--- config.mk ---
export PLATFORM = sky130hd
export DESIGN_NAME = mem_if_multi_bank
export DESIGN_NICKNAME = d
export VERILOG_FILES = /design/src/hdl/mem_if_cfg_pkg.sv /design/src/hdl/lp_bus_pkg.sv /design/src/hdl/bank_xbar.sv /design/src/hdl/lp_read_ctrl.sv /design/src/hdl/lp_write_ctrl.sv /design/src/hdl/mem_if_multi_bank.sv /design/src/hdl/read_return.sv
export SDC_FILE = /design/constraint.sdc
export NUM_CORES = 1
export LEC_CHECK = 0
export BUFFER_PORTS_ARGS = -buffer_cell sky130_fd_sc_hd__buf_2
export CORE_AREA = 2 2 385 387
export CTS_CLUSTER_SIZE = 8
export DETAILED_ROUTE_END_ITERATION = 8
export DIE_AREA = 0 0 387 389
export GPL_ROUTABILITY_DRIVEN = 0
export PLACE_DENSITY = 0.37
export SETUP_SLACK_MARGIN = 0.3
export SLEW_MARGIN = 40
export SYNTH_ARGS = -nofsm -noshare
export SYNTH_HDL_FRONTEND = slang
export SYNTH_SLANG_ARGS = --single-unit
--- constraint.sdc ---
create_clock -name aclk_i -period 8.95 [get_ports aclk_i]
set_clock_uncertainty 0.05 [all_clocks]
set_input_delay 0.895 -clock aclk_i [delete_from_list [all_inputs] [get_ports aclk_i]]
set_output_delay 0.895 -clock aclk_i [all_outputs]
set_load 0.01 [all_outputs]
--- src/hdl/mem_if_cfg_pkg.sv ---
package mem_if_cfg_pkg;

   // --------------------
   // Memory side widths
   // --------------------

   // One bank word
   parameter int DATA_WIDTH = 64;

   // Byte address seen by the requesters
   parameter int ADDR_WIDTH = 32;

   // Byte offset inside a word, dropped before the bank decode
   parameter int OFFSET_BITS = 3;

   // Rows per bank as log2
   parameter int ROW_WIDTH = 13;

   // --------------------
   // Vector types
   // --------------------

   typedef logic [DATA_WIDTH-1:0]   data_t;
   typedef logic [ADDR_WIDTH-1:0]   addr_t;
   typedef logic [DATA_WIDTH/8-1:0] be_t;
   typedef logic [ROW_WIDTH-1:0]    row_t;

   // Access as presented at the SRAM pins, wen low means write
   typedef struct packed {
      logic  wen;
      row_t  row;
      data_t wdata;
      be_t   be;
   } bank_req_t;

endpackage

--- src/hdl/lp_bus_pkg.sv ---
package lp_bus_pkg;

   // --------------------
   // Low-priority bus
   // --------------------

   // Write request channel, address and data merged in one beat
   typedef struct packed {
      mem_if_cfg_pkg::addr_t addr;
      mem_if_cfg_pkg::data_t data;
      mem_if_cfg_pkg::be_t   be;
   } lp_wreq_t;

   // Read request channel
   typedef struct packed {
      mem_if_cfg_pkg::addr_t addr;
   } lp_rreq_t;

   // --------------------
   // Crossbar side
   // --------------------

   // Common request format of both controllers and the high-priority port
   // we is active high here, the SRAM polarity is applied in the crossbar
   typedef struct packed {
      logic                  we;
      mem_if_cfg_pkg::addr_t addr;
      mem_if_cfg_pkg::data_t data;
      mem_if_cfg_pkg::be_t   be;
   } port_req_t;

   // Reads carry no payload besides the address
   parameter port_req_t PORT_REQ_IDLE = '{
      we:   1'b0,
      addr: '0,
      data: '0,
      be:   '0
   };

endpackage

--- src/hdl/bank_xbar.sv ---
`timescale 1ns/1ps

module bank_xbar #(
   parameter int NB_BANKS = 4
) (
   input  logic                                     aclk_i,
   input  logic                                     rst_n_i,

   input  lp_bus_pkg::port_req_t                    hp_req_i,
   input  logic                                     hp_valid_i,

   input  lp_bus_pkg::port_req_t                    lpw_req_i,
   input  lp_bus_pkg::port_req_t                    lpr_req_i,
   input  logic                                     lpw_valid_i,
   input  logic                                     lpr_valid_i,
   output logic                                     lpw_grant_o,
   output logic                                     lpr_grant_o,

   output logic                                     hp_rd_o,
   output logic                                     lpr_rd_o,
   output logic [$clog2(NB_BANKS)-1:0]              hp_bank_o,
   output logic [$clog2(NB_BANKS)-1:0]              lpr_bank_o,

   output logic [NB_BANKS-1:0]                      bank_cen_o,
   output mem_if_cfg_pkg::bank_req_t [NB_BANKS-1:0] bank_req_o
);

   localparam int BANK_BITS = $clog2(NB_BANKS);
   localparam int ROW_LSB   = mem_if_cfg_pkg::OFFSET_BITS + BANK_BITS;

   logic [BANK_BITS-1:0] hp_bank, lpw_bank, lpr_bank;
   logic [NB_BANKS-1:0]  hp_gnt, lpw_gnt, lpr_gnt;

   // Set means the read controller wins the next tie
   logic rr_flag_q;

   // Map a request onto the SRAM pins of its bank
   function automatic mem_if_cfg_pkg::bank_req_t to_bank(
      input lp_bus_pkg::port_req_t req,
      input logic                  active
   );
      mem_if_cfg_pkg::bank_req_t b;
      b.wen   = ~(req.we & active);
      b.row   = req.addr[ROW_LSB +: mem_if_cfg_pkg::ROW_WIDTH];
      b.wdata = req.data;
      b.be    = req.be;
      return b;
   endfunction

   // --------------------
   // Address decode
   // --------------------

   // Word interleaved, bits above the row are dropped
   assign hp_bank  = hp_req_i.addr[mem_if_cfg_pkg::OFFSET_BITS +: BANK_BITS];
   assign lpw_bank = lpw_req_i.addr[mem_if_cfg_pkg::OFFSET_BITS +: BANK_BITS];
   assign lpr_bank = lpr_req_i.addr[mem_if_cfg_pkg::OFFSET_BITS +: BANK_BITS];

   // --------------------
   // Per-bank arbitration
   // --------------------

   for (genvar b = 0; b < NB_BANKS; b++) begin : g_bank
      logic lpw_hit;
      logic lpr_hit;

      assign lpw_hit = lpw_valid_i && (lpw_bank == BANK_BITS'(b));
      assign lpr_hit = lpr_valid_i && (lpr_bank == BANK_BITS'(b));

      // High priority is never held off
      assign hp_gnt[b]  = hp_valid_i && (hp_bank == BANK_BITS'(b));
      assign lpw_gnt[b] = lpw_hit && !hp_gnt[b] && (!lpr_hit || !rr_flag_q);
      assign lpr_gnt[b] = lpr_hit && !hp_gnt[b] && (!lpw_hit || rr_flag_q);

      assign bank_cen_o[b] = ~(hp_gnt[b] | lpw_gnt[b] | lpr_gnt[b]);

      assign bank_req_o[b] = hp_gnt[b]  ? to_bank(hp_req_i, 1'b1)  :
                             lpr_gnt[b] ? to_bank(lpr_req_i, 1'b1) :
                                          to_bank(lpw_req_i, lpw_gnt[b]);

      a_one_grant: assert property (
         @(posedge aclk_i) disable iff (!rst_n_i)
         $onehot0({hp_gnt[b], lpw_gnt[b], lpr_gnt[b]})
      );
   end

   // Flip after any low-priority grant, on whichever bank
   always_ff @(posedge aclk_i or negedge rst_n_i) begin
      if (!rst_n_i) begin
         rr_flag_q <= 1'b0;
      end else if (|lpw_gnt || |lpr_gnt) begin
         rr_flag_q <= ~rr_flag_q;
      end
   end

   // --------------------
   // Grants and read tags
   // --------------------

   assign lpw_grant_o = |lpw_gnt;
   assign lpr_grant_o = |lpr_gnt;

   assign hp_rd_o    = hp_valid_i && !hp_req_i.we;
   assign lpr_rd_o   = lpr_grant_o;
   assign hp_bank_o  = hp_bank;
   assign lpr_bank_o = lpr_bank;

endmodule

--- src/hdl/lp_read_ctrl.sv ---
`timescale 1ns/1ps

module lp_read_ctrl (
   input  logic                  aclk_i,
   input  logic                  rst_n_i,

   input  lp_bus_pkg::lp_rreq_t  rreq_i,
   input  logic                  arvalid_i,
   output logic                  arready_o,

   output mem_if_cfg_pkg::data_t rdata_o,
   output logic                  rvalid_o,
   input  logic                  rready_i,

   output lp_bus_pkg::port_req_t req_o,
   output logic                  req_valid_o,
   input  logic                  grant_i,

   input  mem_if_cfg_pkg::data_t ret_data_i
);

   typedef enum logic [1:0] {
      IDLE,
      REQ,
      WAIT,
      RESP
   } state_e;

   state_e                state_q, state_d;
   mem_if_cfg_pkg::addr_t addr_q;
   mem_if_cfg_pkg::data_t rdata_q;

   // --------------------
   // Control FSM
   // --------------------

   always_comb begin
      state_d = state_q;
      case (state_q)
         IDLE: begin
            if (arvalid_i) begin
               state_d = REQ;
            end
         end
         REQ: begin
            if (grant_i) begin
               state_d = WAIT;
            end
         end
         // Bank output is valid during this cycle
         WAIT:    state_d = RESP;
         RESP: begin
            if (rready_i) begin
               state_d = IDLE;
            end
         end
         default: state_d = IDLE;
      endcase
   end

   always_ff @(posedge aclk_i or negedge rst_n_i) begin
      if (!rst_n_i) begin
         state_q <= IDLE;
      end else begin
         state_q <= state_d;
      end
   end

   always_ff @(posedge aclk_i) begin
      if (arvalid_i && arready_o) begin
         addr_q <= rreq_i.addr;
      end
      // Hold the word so back-pressure cannot lose it
      if (state_q == WAIT) begin
         rdata_q <= ret_data_i;
      end
   end

   // --------------------
   // Outputs
   // --------------------

   assign arready_o   = (state_q == IDLE);
   assign rvalid_o    = (state_q == RESP);
   assign rdata_o     = rdata_q;
   assign req_valid_o = (state_q == REQ);

   // Only the address changes from one read to the next
   always_comb begin
      req_o      = lp_bus_pkg::PORT_REQ_IDLE;
      req_o.addr = addr_q;
   end

endmodule

--- src/hdl/lp_write_ctrl.sv ---
`timescale 1ns/1ps

module lp_write_ctrl (
   input  logic                  aclk_i,
   input  logic                  rst_n_i,

   input  lp_bus_pkg::lp_wreq_t  wreq_i,
   input  logic                  wvalid_i,
   output logic                  wready_o,

   output logic                  bvalid_o,
   input  logic                  bready_i,

   output lp_bus_pkg::port_req_t req_o,
   output logic                  req_valid_o,
   input  logic                  grant_i
);

   typedef enum logic [1:0] {
      IDLE,
      REQ,
      RESP
   } state_e;

   state_e               state_q, state_d;
   lp_bus_pkg::lp_wreq_t wreq_q;

   // --------------------
   // Control FSM
   // --------------------

   always_comb begin
      state_d = state_q;
      case (state_q)
         IDLE: begin
            if (wvalid_i) begin
               state_d = REQ;
            end
         end
         // Keep asking until the bank is ours
         REQ: begin
            if (grant_i) begin
               state_d = RESP;
            end
         end
         RESP: begin
            if (bready_i) begin
               state_d = IDLE;
            end
         end
         default: state_d = IDLE;
      endcase
   end

   always_ff @(posedge aclk_i or negedge rst_n_i) begin
      if (!rst_n_i) begin
         state_q <= IDLE;
      end else begin
         state_q <= state_d;
      end
   end

   // Request payload, loaded on acceptance only
   always_ff @(posedge aclk_i) begin
      if (wvalid_i && wready_o) begin
         wreq_q <= wreq_i;
      end
   end

   // --------------------
   // Outputs
   // --------------------

   assign wready_o    = (state_q == IDLE);
   assign bvalid_o    = (state_q == RESP);
   assign req_valid_o = (state_q == REQ);

   assign req_o = '{we: 1'b1, addr: wreq_q.addr, data: wreq_q.data, be: wreq_q.be};

   // A pending request must not change under the arbiter
   a_req_stable: assert property (
      @(posedge aclk_i) disable iff (!rst_n_i)
      req_valid_o && !grant_i |=> req_valid_o && $stable(req_o)
   );

endmodule

--- src/hdl/mem_if_multi_bank.sv ---
`timescale 1ns/1ps

module mem_if_multi_bank #(
   parameter int NB_BANKS = 4
) (
   input  logic                                     aclk_i,
   input  logic                                     rst_n_i,

   // --------------------
   // Low-priority bus
   // --------------------
   input  lp_bus_pkg::lp_wreq_t                     lp_wreq_i,
   input  logic                                     lp_wvalid_i,
   output logic                                     lp_wready_o,
   output logic                                     lp_bvalid_o,
   input  logic                                     lp_bready_i,

   input  lp_bus_pkg::lp_rreq_t                     lp_rreq_i,
   input  logic                                     lp_arvalid_i,
   output logic                                     lp_arready_o,
   output mem_if_cfg_pkg::data_t                    lp_rdata_o,
   output logic                                     lp_rvalid_o,
   input  logic                                     lp_rready_i,

   // --------------------
   // High-priority port
   // --------------------
   input  logic                                     hp_cen_i,
   input  logic                                     hp_wen_i,
   input  mem_if_cfg_pkg::addr_t                    hp_addr_i,
   input  mem_if_cfg_pkg::data_t                    hp_wdata_i,
   input  mem_if_cfg_pkg::be_t                      hp_be_i,
   output mem_if_cfg_pkg::data_t                    hp_rdata_o,

   // --------------------
   // SRAM banks
   // --------------------
   output logic [NB_BANKS-1:0]                      bank_cen_o,
   output mem_if_cfg_pkg::bank_req_t [NB_BANKS-1:0] bank_req_o,
   input  mem_if_cfg_pkg::data_t [NB_BANKS-1:0]     bank_q_i
);

   localparam int BANK_BITS = $clog2(NB_BANKS);

   lp_bus_pkg::port_req_t hp_req, lpw_req, lpr_req;
   logic                  lpw_valid, lpr_valid;
   logic                  lpw_grant, lpr_grant;
   logic                  hp_rd, lpr_rd;
   logic [BANK_BITS-1:0]  hp_bank, lpr_bank;
   mem_if_cfg_pkg::data_t lpr_rdata;

   // SRAM-style pins into the common request format
   assign hp_req = '{we: ~hp_wen_i, addr: hp_addr_i, data: hp_wdata_i, be: hp_be_i};

   lp_write_ctrl u_write_ctrl (
      .aclk_i      (aclk_i),
      .rst_n_i     (rst_n_i),
      .wreq_i      (lp_wreq_i),
      .wvalid_i    (lp_wvalid_i),
      .wready_o    (lp_wready_o),
      .bvalid_o    (lp_bvalid_o),
      .bready_i    (lp_bready_i),
      .req_o       (lpw_req),
      .req_valid_o (lpw_valid),
      .grant_i     (lpw_grant)
   );

   lp_read_ctrl u_read_ctrl (
      .aclk_i      (aclk_i),
      .rst_n_i     (rst_n_i),
      .rreq_i      (lp_rreq_i),
      .arvalid_i   (lp_arvalid_i),
      .arready_o   (lp_arready_o),
      .rdata_o     (lp_rdata_o),
      .rvalid_o    (lp_rvalid_o),
      .rready_i    (lp_rready_i),
      .req_o       (lpr_req),
      .req_valid_o (lpr_valid),
      .grant_i     (lpr_grant),
      .ret_data_i  (lpr_rdata)
   );

   bank_xbar #(
      .NB_BANKS (NB_BANKS)
   ) u_xbar (
      .aclk_i      (aclk_i),
      .rst_n_i     (rst_n_i),
      .hp_req_i    (hp_req),
      .hp_valid_i  (~hp_cen_i),
      .lpw_req_i   (lpw_req),
      .lpr_req_i   (lpr_req),
      .lpw_valid_i (lpw_valid),
      .lpr_valid_i (lpr_valid),
      .lpw_grant_o (lpw_grant),
      .lpr_grant_o (lpr_grant),
      .hp_rd_o     (hp_rd),
      .lpr_rd_o    (lpr_rd),
      .hp_bank_o   (hp_bank),
      .lpr_bank_o  (lpr_bank),
      .bank_cen_o  (bank_cen_o),
      .bank_req_o  (bank_req_o)
   );

   read_return #(
      .NB_BANKS (NB_BANKS)
   ) u_read_return (
      .aclk_i      (aclk_i),
      .rst_n_i     (rst_n_i),
      .hp_rd_i     (hp_rd),
      .lpr_rd_i    (lpr_rd),
      .hp_bank_i   (hp_bank),
      .lpr_bank_i  (lpr_bank),
      .bank_q_i    (bank_q_i),
      .hp_rdata_o  (hp_rdata_o),
      .lpr_rdata_o (lpr_rdata)
   );

endmodule

--- src/hdl/read_return.sv ---
`timescale 1ns/1ps

module read_return #(
   parameter int NB_BANKS = 4
) (
   input  logic                                 aclk_i,
   input  logic                                 rst_n_i,

   input  logic                                 hp_rd_i,
   input  logic                                 lpr_rd_i,
   input  logic [$clog2(NB_BANKS)-1:0]          hp_bank_i,
   input  logic [$clog2(NB_BANKS)-1:0]          lpr_bank_i,

   input  mem_if_cfg_pkg::data_t [NB_BANKS-1:0] bank_q_i,

   output mem_if_cfg_pkg::data_t                hp_rdata_o,
   output mem_if_cfg_pkg::data_t                lpr_rdata_o
);

   localparam int BANK_BITS = $clog2(NB_BANKS);

   logic [BANK_BITS-1:0] hp_bank_q;
   logic [BANK_BITS-1:0] lpr_bank_q;

   // Bank that served the last read of each reader
   always_ff @(posedge aclk_i or negedge rst_n_i) begin
      if (!rst_n_i) begin
         hp_bank_q  <= '0;
         lpr_bank_q <= '0;
      end else begin
         if (hp_rd_i) begin
            hp_bank_q <= hp_bank_i;
         end
         if (lpr_rd_i) begin
            lpr_bank_q <= lpr_bank_i;
         end
      end
   end

   // Q is valid the cycle after the access
   assign hp_rdata_o  = bank_q_i[hp_bank_q];
   assign lpr_rdata_o = bank_q_i[lpr_bank_q];

endmodule

Word-level counts from Yosys, hierarchy flattened
Cells that the tools add are included.
{"block": "op_classes", "magnitude_cmp": 2, "n_eq_ne": 20, "mux": 20, "bitwise_logic": 18, "reduce_logical": 62}
{"operator": "$mux W86", "count": 8}
{"operator": "$bmux W64 S2", "count": 2}
{"operator": "$mux W64", "count": 2}
{"operator": "$logic_and A1 B1 Y1", "count": 31}
{"operator": "$eq A2 B2 Y1 const B", "count": 9}
{"operator": "$logic_not A1 Y1", "count": 13}
{"operator": "$mux W2", "count": 6}
{"operator": "$eq A2 B1 Y1 const B", "count": 5}
{"operator": "$logic_not A2 Y1", "count": 5}
{"operator": "$not A1 Y1", "count": 10}
{"operator": "$logic_or A1 B1 Y1", "count": 9}
{"operator": "$ne A2 B2 Y1 const B", "count": 4}
{"operator": "$or A1 B1 Y1", "count": 8}
{"operator": "$pmux W2 S4", "count": 1}
{"operator": "$reduce_or A4 Y1", "count": 2}
{"operator": "$lt A2 B3 Y1 const B", "count": 2}
{"operator": "$pmux W2 S3", "count": 1}
{"operator": "$reduce_and A3 Y1", "count": 2}
{"operator": "$ne A2 B1 Y1 const B", "count": 2}
{"block": "totals", "regBits": 181, "inputBits": 504, "out_inout_bits": 480}

Longest topological paths before layout
{"block": "logic_depth", "ltp_word": 8, "depth_mapped": 9, "ltp_nobuf": 7}

Modules after synthesis
A second synthesis with hierarchy kept.
{"block": "unflattened", "cells_unflattened": 1658, "hier_area_um2": 16113.0}
{"mod": "bank_xbar", "instances": 1, "cells_each": 1188, "area_per_inst_um2": 6022.0}
{"mod": "lp_read_ctrl", "instances": 1, "cells_each": 187, "area_per_inst_um2": 3601.0}
{"mod": "read_return", "instances": 1, "cells_each": 164, "area_per_inst_um2": 3245.6}
{"mod": "lp_write_ctrl", "instances": 1, "cells_each": 117, "area_per_inst_um2": 3236.9}
{"mod": "mem_if_multi_bank", "instances": 1, "cells_each": 2, "area_per_inst_um2": 7.5}

Worst setup path after synthesis
OpenSTA, ideal clock, no wires.
{"block": "synth_timing", "path_type": "input to output", "from": "input port hp_addr_i[3]", "to": "output port bank_req_o[300] in the netlist's numbering", "t_arrival_ps": 2517, "required_time_ps": 8005, "setup_slack_ps": 5488, "stages": 7, "path_buffers": 4, "path_cell_list": "clkbuf_1 and3b_1 clkbuf_1 a211oi_2 clkbuf_1 buf_1 a21oi_1"}
{"item": "start, declared", "line": "mem_if_multi_bank.sv:30", "rtl": "input mem_if_cfg_pkg::addr_t hp_addr_i,"}
{"item": "end, declared", "line": "mem_if_multi_bank.sv:39", "rtl": "output mem_if_cfg_pkg::bank_req_t [NB_BANKS-1:0] bank_req_o,"}

==> metrics.csv <==
stage;metric;value;unit
logic_synthesis;Synth async-reset ratio;5.143;%
logic_synthesis;Post-synth EDFFs;166;
route;Iter 0 DRT Violations;1154;
run_status;status;complete, no violations;
logic_synthesis;Synth Warn #;0;
global_routing;first-pass GRT wire length;134400;um
route;DRC Markers;0;
sta;Final period util;53.71;%
global_routing;initial antenna violation count;37;
global_routing;vias in the first global route;15710;
logic_synthesis;post-synth cell types;42;
worst_setup_path;Buffers & Inverters on Critical Path;4;
route;routed wl met2;48420;um
clock_network;later-pin clock latency in the skew report;0.54;ns
logic_synthesis;dominant synthesized flop cell;edfxtp_1;
placement;PortBufs;932;
worst_setup_path;most used cell, CP;buf_4;
logic_synthesis;sequential share of the synthesized area;39.30;%
clock_network;CTS tree;built;
clock_network;Root Buffer;clkbuf_16;
worst_setup_path;Critical Path AT;3.86;ns
pwr;Cell Pwr Density;239.4;mW/mm^2
floorplan;starting density of the core;9.043;%
global_routing;largest net degree at the start of global routing;77;
floorplan;Die H;389;um
worst_setup_path;CP startpoint kind;flop;
sta;Slew Limit Fails;0;
sta;hold_ws;0.1706;ns
hold_path;worst hold path class;input pin to async pin;
placement;HPWL after DPL;78810;um
pwr;Leak;9.089;nW
sta;Worst slew margin;41.00;%
route;Routed Antenna Nets;0;
logic_synthesis;post-synthesis cell area;0.01326;mm^2
worst_setup_path;critical path, cell by cell;inv_1, ha_1, nand3b_1, a211oi_4, buf_4, buf_4, a22oi_1, nand2_1, buf_2;
floorplan;Core Region;0.1466;mm^2
clock_network;Hold Buf Count CTS;0;
job;maxcap violations;0;
logic_synthesis;Post-Syn Nets;1891;
finish;final net count;2751;
worst_setup_path;Critical Path Max Stage Delay;0.73;ns
floorplan;I/O Pins;984;
clock_network;clk buf depth;2;
sta;achievable clock frequency;208.0;MHz
worst_setup_path;Worst path top cell family by delay;buffers and inverters;
floorplan;Rows;141;
logic_synthesis;Post-Synthesis Cells;1383;
finish;ratio of cells with drive above 1 in the final layout;51.46;%
global_routing;grt total ovfl;0;
worst_setup_path;Setup CP Type;flop to output pin;
worst_setup_path;CP required;8.01;ns
global_routing;total global-route track usage;12.91;%
sta;Tmin final;4.807;ns
sta;setup tns final;0;ns
route;Post-Route WL;100800;um
pwr;Peak VDD IR;100.0;uV
route;metal3 WL;7870;um
floorplan;die width;387;um
sta;Final Hold Vio Count;0;
clock_network;PostCTS Resize Cnt;0;
route;top sig layer;met5;
logic_synthesis;mean post-synth cell area;9.586;um^2
clock_network;clk slew on worst S/H paths;0.10;ns
clock_network;cts bufs inserted;17;
route;M1 WL;42210;um
route;vias per cell;3.736;
sta;endpoints failing setup;0;
sta;Least-Margin Pin Slew;0.8850;ns
route;DR pass1 iterations;7;
finish;Layout area overhead;59.06;%
route;via count;15690;
sta;RSZ-0062 raised after global routing;false;
floorplan;Die Area;0.1505;mm^2
clock_network;CTS Sinks;175;
finish;fill count;16760;
logic_synthesis;flops & latches, synth;175;
worst_setup_path;highest net fanout along the worst path;53;
worst_setup_path;CP Capture Type;output pin;
worst_setup_path;slowest stage cell, crit path;buf_4;
clock_network;setup bufs post-CTS;0;
clock_network;# H-tree levels;4;
route;routed length per instance;24.00;um
flip-flops by register name, summed over array words and instances, names as in the netlist:
signal,count
u_write_ctrl.req_o,87
u_write_ctrl.state_q,2
u_read_return.hp_bank_q,2
u_read_ctrl.addr_q,15
u_read_ctrl.rdata_o,64
u_xbar.rr_flag_q,1
u_read_return.lpr_bank_q,2
u_read_ctrl.state_q,2
power breakdown:
| part | switching (W) | internal, W |
|---|---|---|
| clock | 0.000479 | 0.000384 |
| combinational | 0.00157 | 0.00112 |
| sequential | 0.000245 | 0.00125 |
cell families after synthesis:
| kind of cell | synth area share (%) |
|---|---|
| DFF | 39.30 |
| and+or+nand+nor | 17.30 |
| muxes | 22.16 |
| adders and majority gates | 0.3775 |
| xor gates and xnor gates | 0.06607 |
| buffers and inverters | 4.011 |
| AOI/OAI and AO/OA | 16.79 |
final timing paths:
path | endpoint | slack (ns) | depth (start not counted) | start
max | bank_req_o[160] | 4.14 | 9 | u_read_ctrl.state_q[1]
min | u_read_ctrl.state_q[0] | 0.17 | 1 | rst_n_i
min reg2reg | u_read_return.hp_bank_q[1] | 0.49 | 1 | u_read_return.hp_bank_q[1]
min in group aclk_i | u_write_ctrl.req_o[49] | 0.47 | 1 | lp_wreq_i[49]
max reg2reg | u_read_ctrl.state_q[1] | 5.69 | 8 | u_read_ctrl.state_q[1]
max in group asynchronous | u_read_return.hp_bank_q[0] | 8.42 | 1 | rst_n_i
layout make-up:
| cell class | instances | area (um^2) | share of cell area, % |
|---|---|---|---|
| multi-input cells | 1068 | 7634 | 36.20 |
| flip-flops and latches | 175 | 5220 | 24.75 |
| repair buffers | 973 | 5127 | 24.31 |
| well taps | 1930 | 2415 | 11.45 |
| clock buffers | 17 | 425.4 | 2.017 |
| clock inverters | 15 | 201.4 | 0.9553 |
| diodes | 14 | 35.03 | 0.1661 |
| inverters | 8 | 30.03 | 0.1424 |
worst register-to-register path: stages, from the launching register on:
cell      delay [ns]
dfrtp_1         0.43
inv_1           0.10
ha_1            0.39
nand3_1         0.19
a211oi_4        0.25
buf_4           0.65
nor4_2          0.20
a222oi_1        0.50
mux2_2          0.39
per-layer routing:
metal	GRT usage [%]	vias to the layer above
met2	21.38	855
met4	3.815	6
met5	0	-
met3	3.765	105
li1	-	6858
met1	16.16	7866
cells in the mapped netlist, drive strengths merged (2+ instances only):
library cell | instances | area (um^2)
nand3b | 3 | 22.52
nor4 | 2 | 18.77
a2111oi | 2 | 42.54
and2 | 3 | 18.77
dfrtp | 9 | 225.2
a22o | 72 | 630.6
a22oi | 52 | 390.4
mux4 | 128 | 2883
buf | 23 | 92.58
nand2b | 2 | 12.51
nand4 | 2 | 12.51
nor3b | 3 | 22.52
nor4b | 2 | 17.52
a21oi | 219 | 1096
nand2 | 537 | 2016
a211oi | 2 | 25.02
nor4bb | 3 | 30.03
nor2 | 9 | 33.78
inv | 8 | 30.03
ha | 4 | 50.05
nor3 | 4 | 25.02
nor2b | 2 | 12.51
mux2 | 4 | 45.04
edfxtp | 166 | 4985
clkbuf | 109 | 409.1
metrics by stage:
stage | std cells | utilization [%] | total power, W | worst slack [ns] | instance area (um^2)
after floorplan | 1383 | - | 0.002828 | 5.488 | 13260
after global placement | 4145 | 13.78 | 0.004227 | 4.154 | 20200
after detailed placement | 4153 | 13.92 | 0.004259 | 4.178 | 20410
after CTS | 4185 | 14.35 | 0.005184 | 3.910 | 21030
after global routing | 4190 | 14.37 | 0.005367 | 3.901 | 21060
final | 4200 | 14.38 | 0.005049 | 4.143 | 21090
cell usage in the layout, fill, tap and decap left out, drive strengths merged, types with 2 or more instances in the layout:
master and count:
nor4bb 3, buf 973, nor3b 3, edfxtp 166, clkinv 8, clkbuf 17
nand4 2, nor4b 2, a211oi 2, nand2 537, nor2 9, a22o 72
a2111oi 2, ha 4, diode 14, nor3 4, a22oi 52, nand2b 2
mux4 128, dfrtp 9, and2 3, inv 15, a21oi 219, nor4 2
nor2b 2, mux2 4, nand3b 3
No activity file was read; power rests on OpenSTA's default activity.
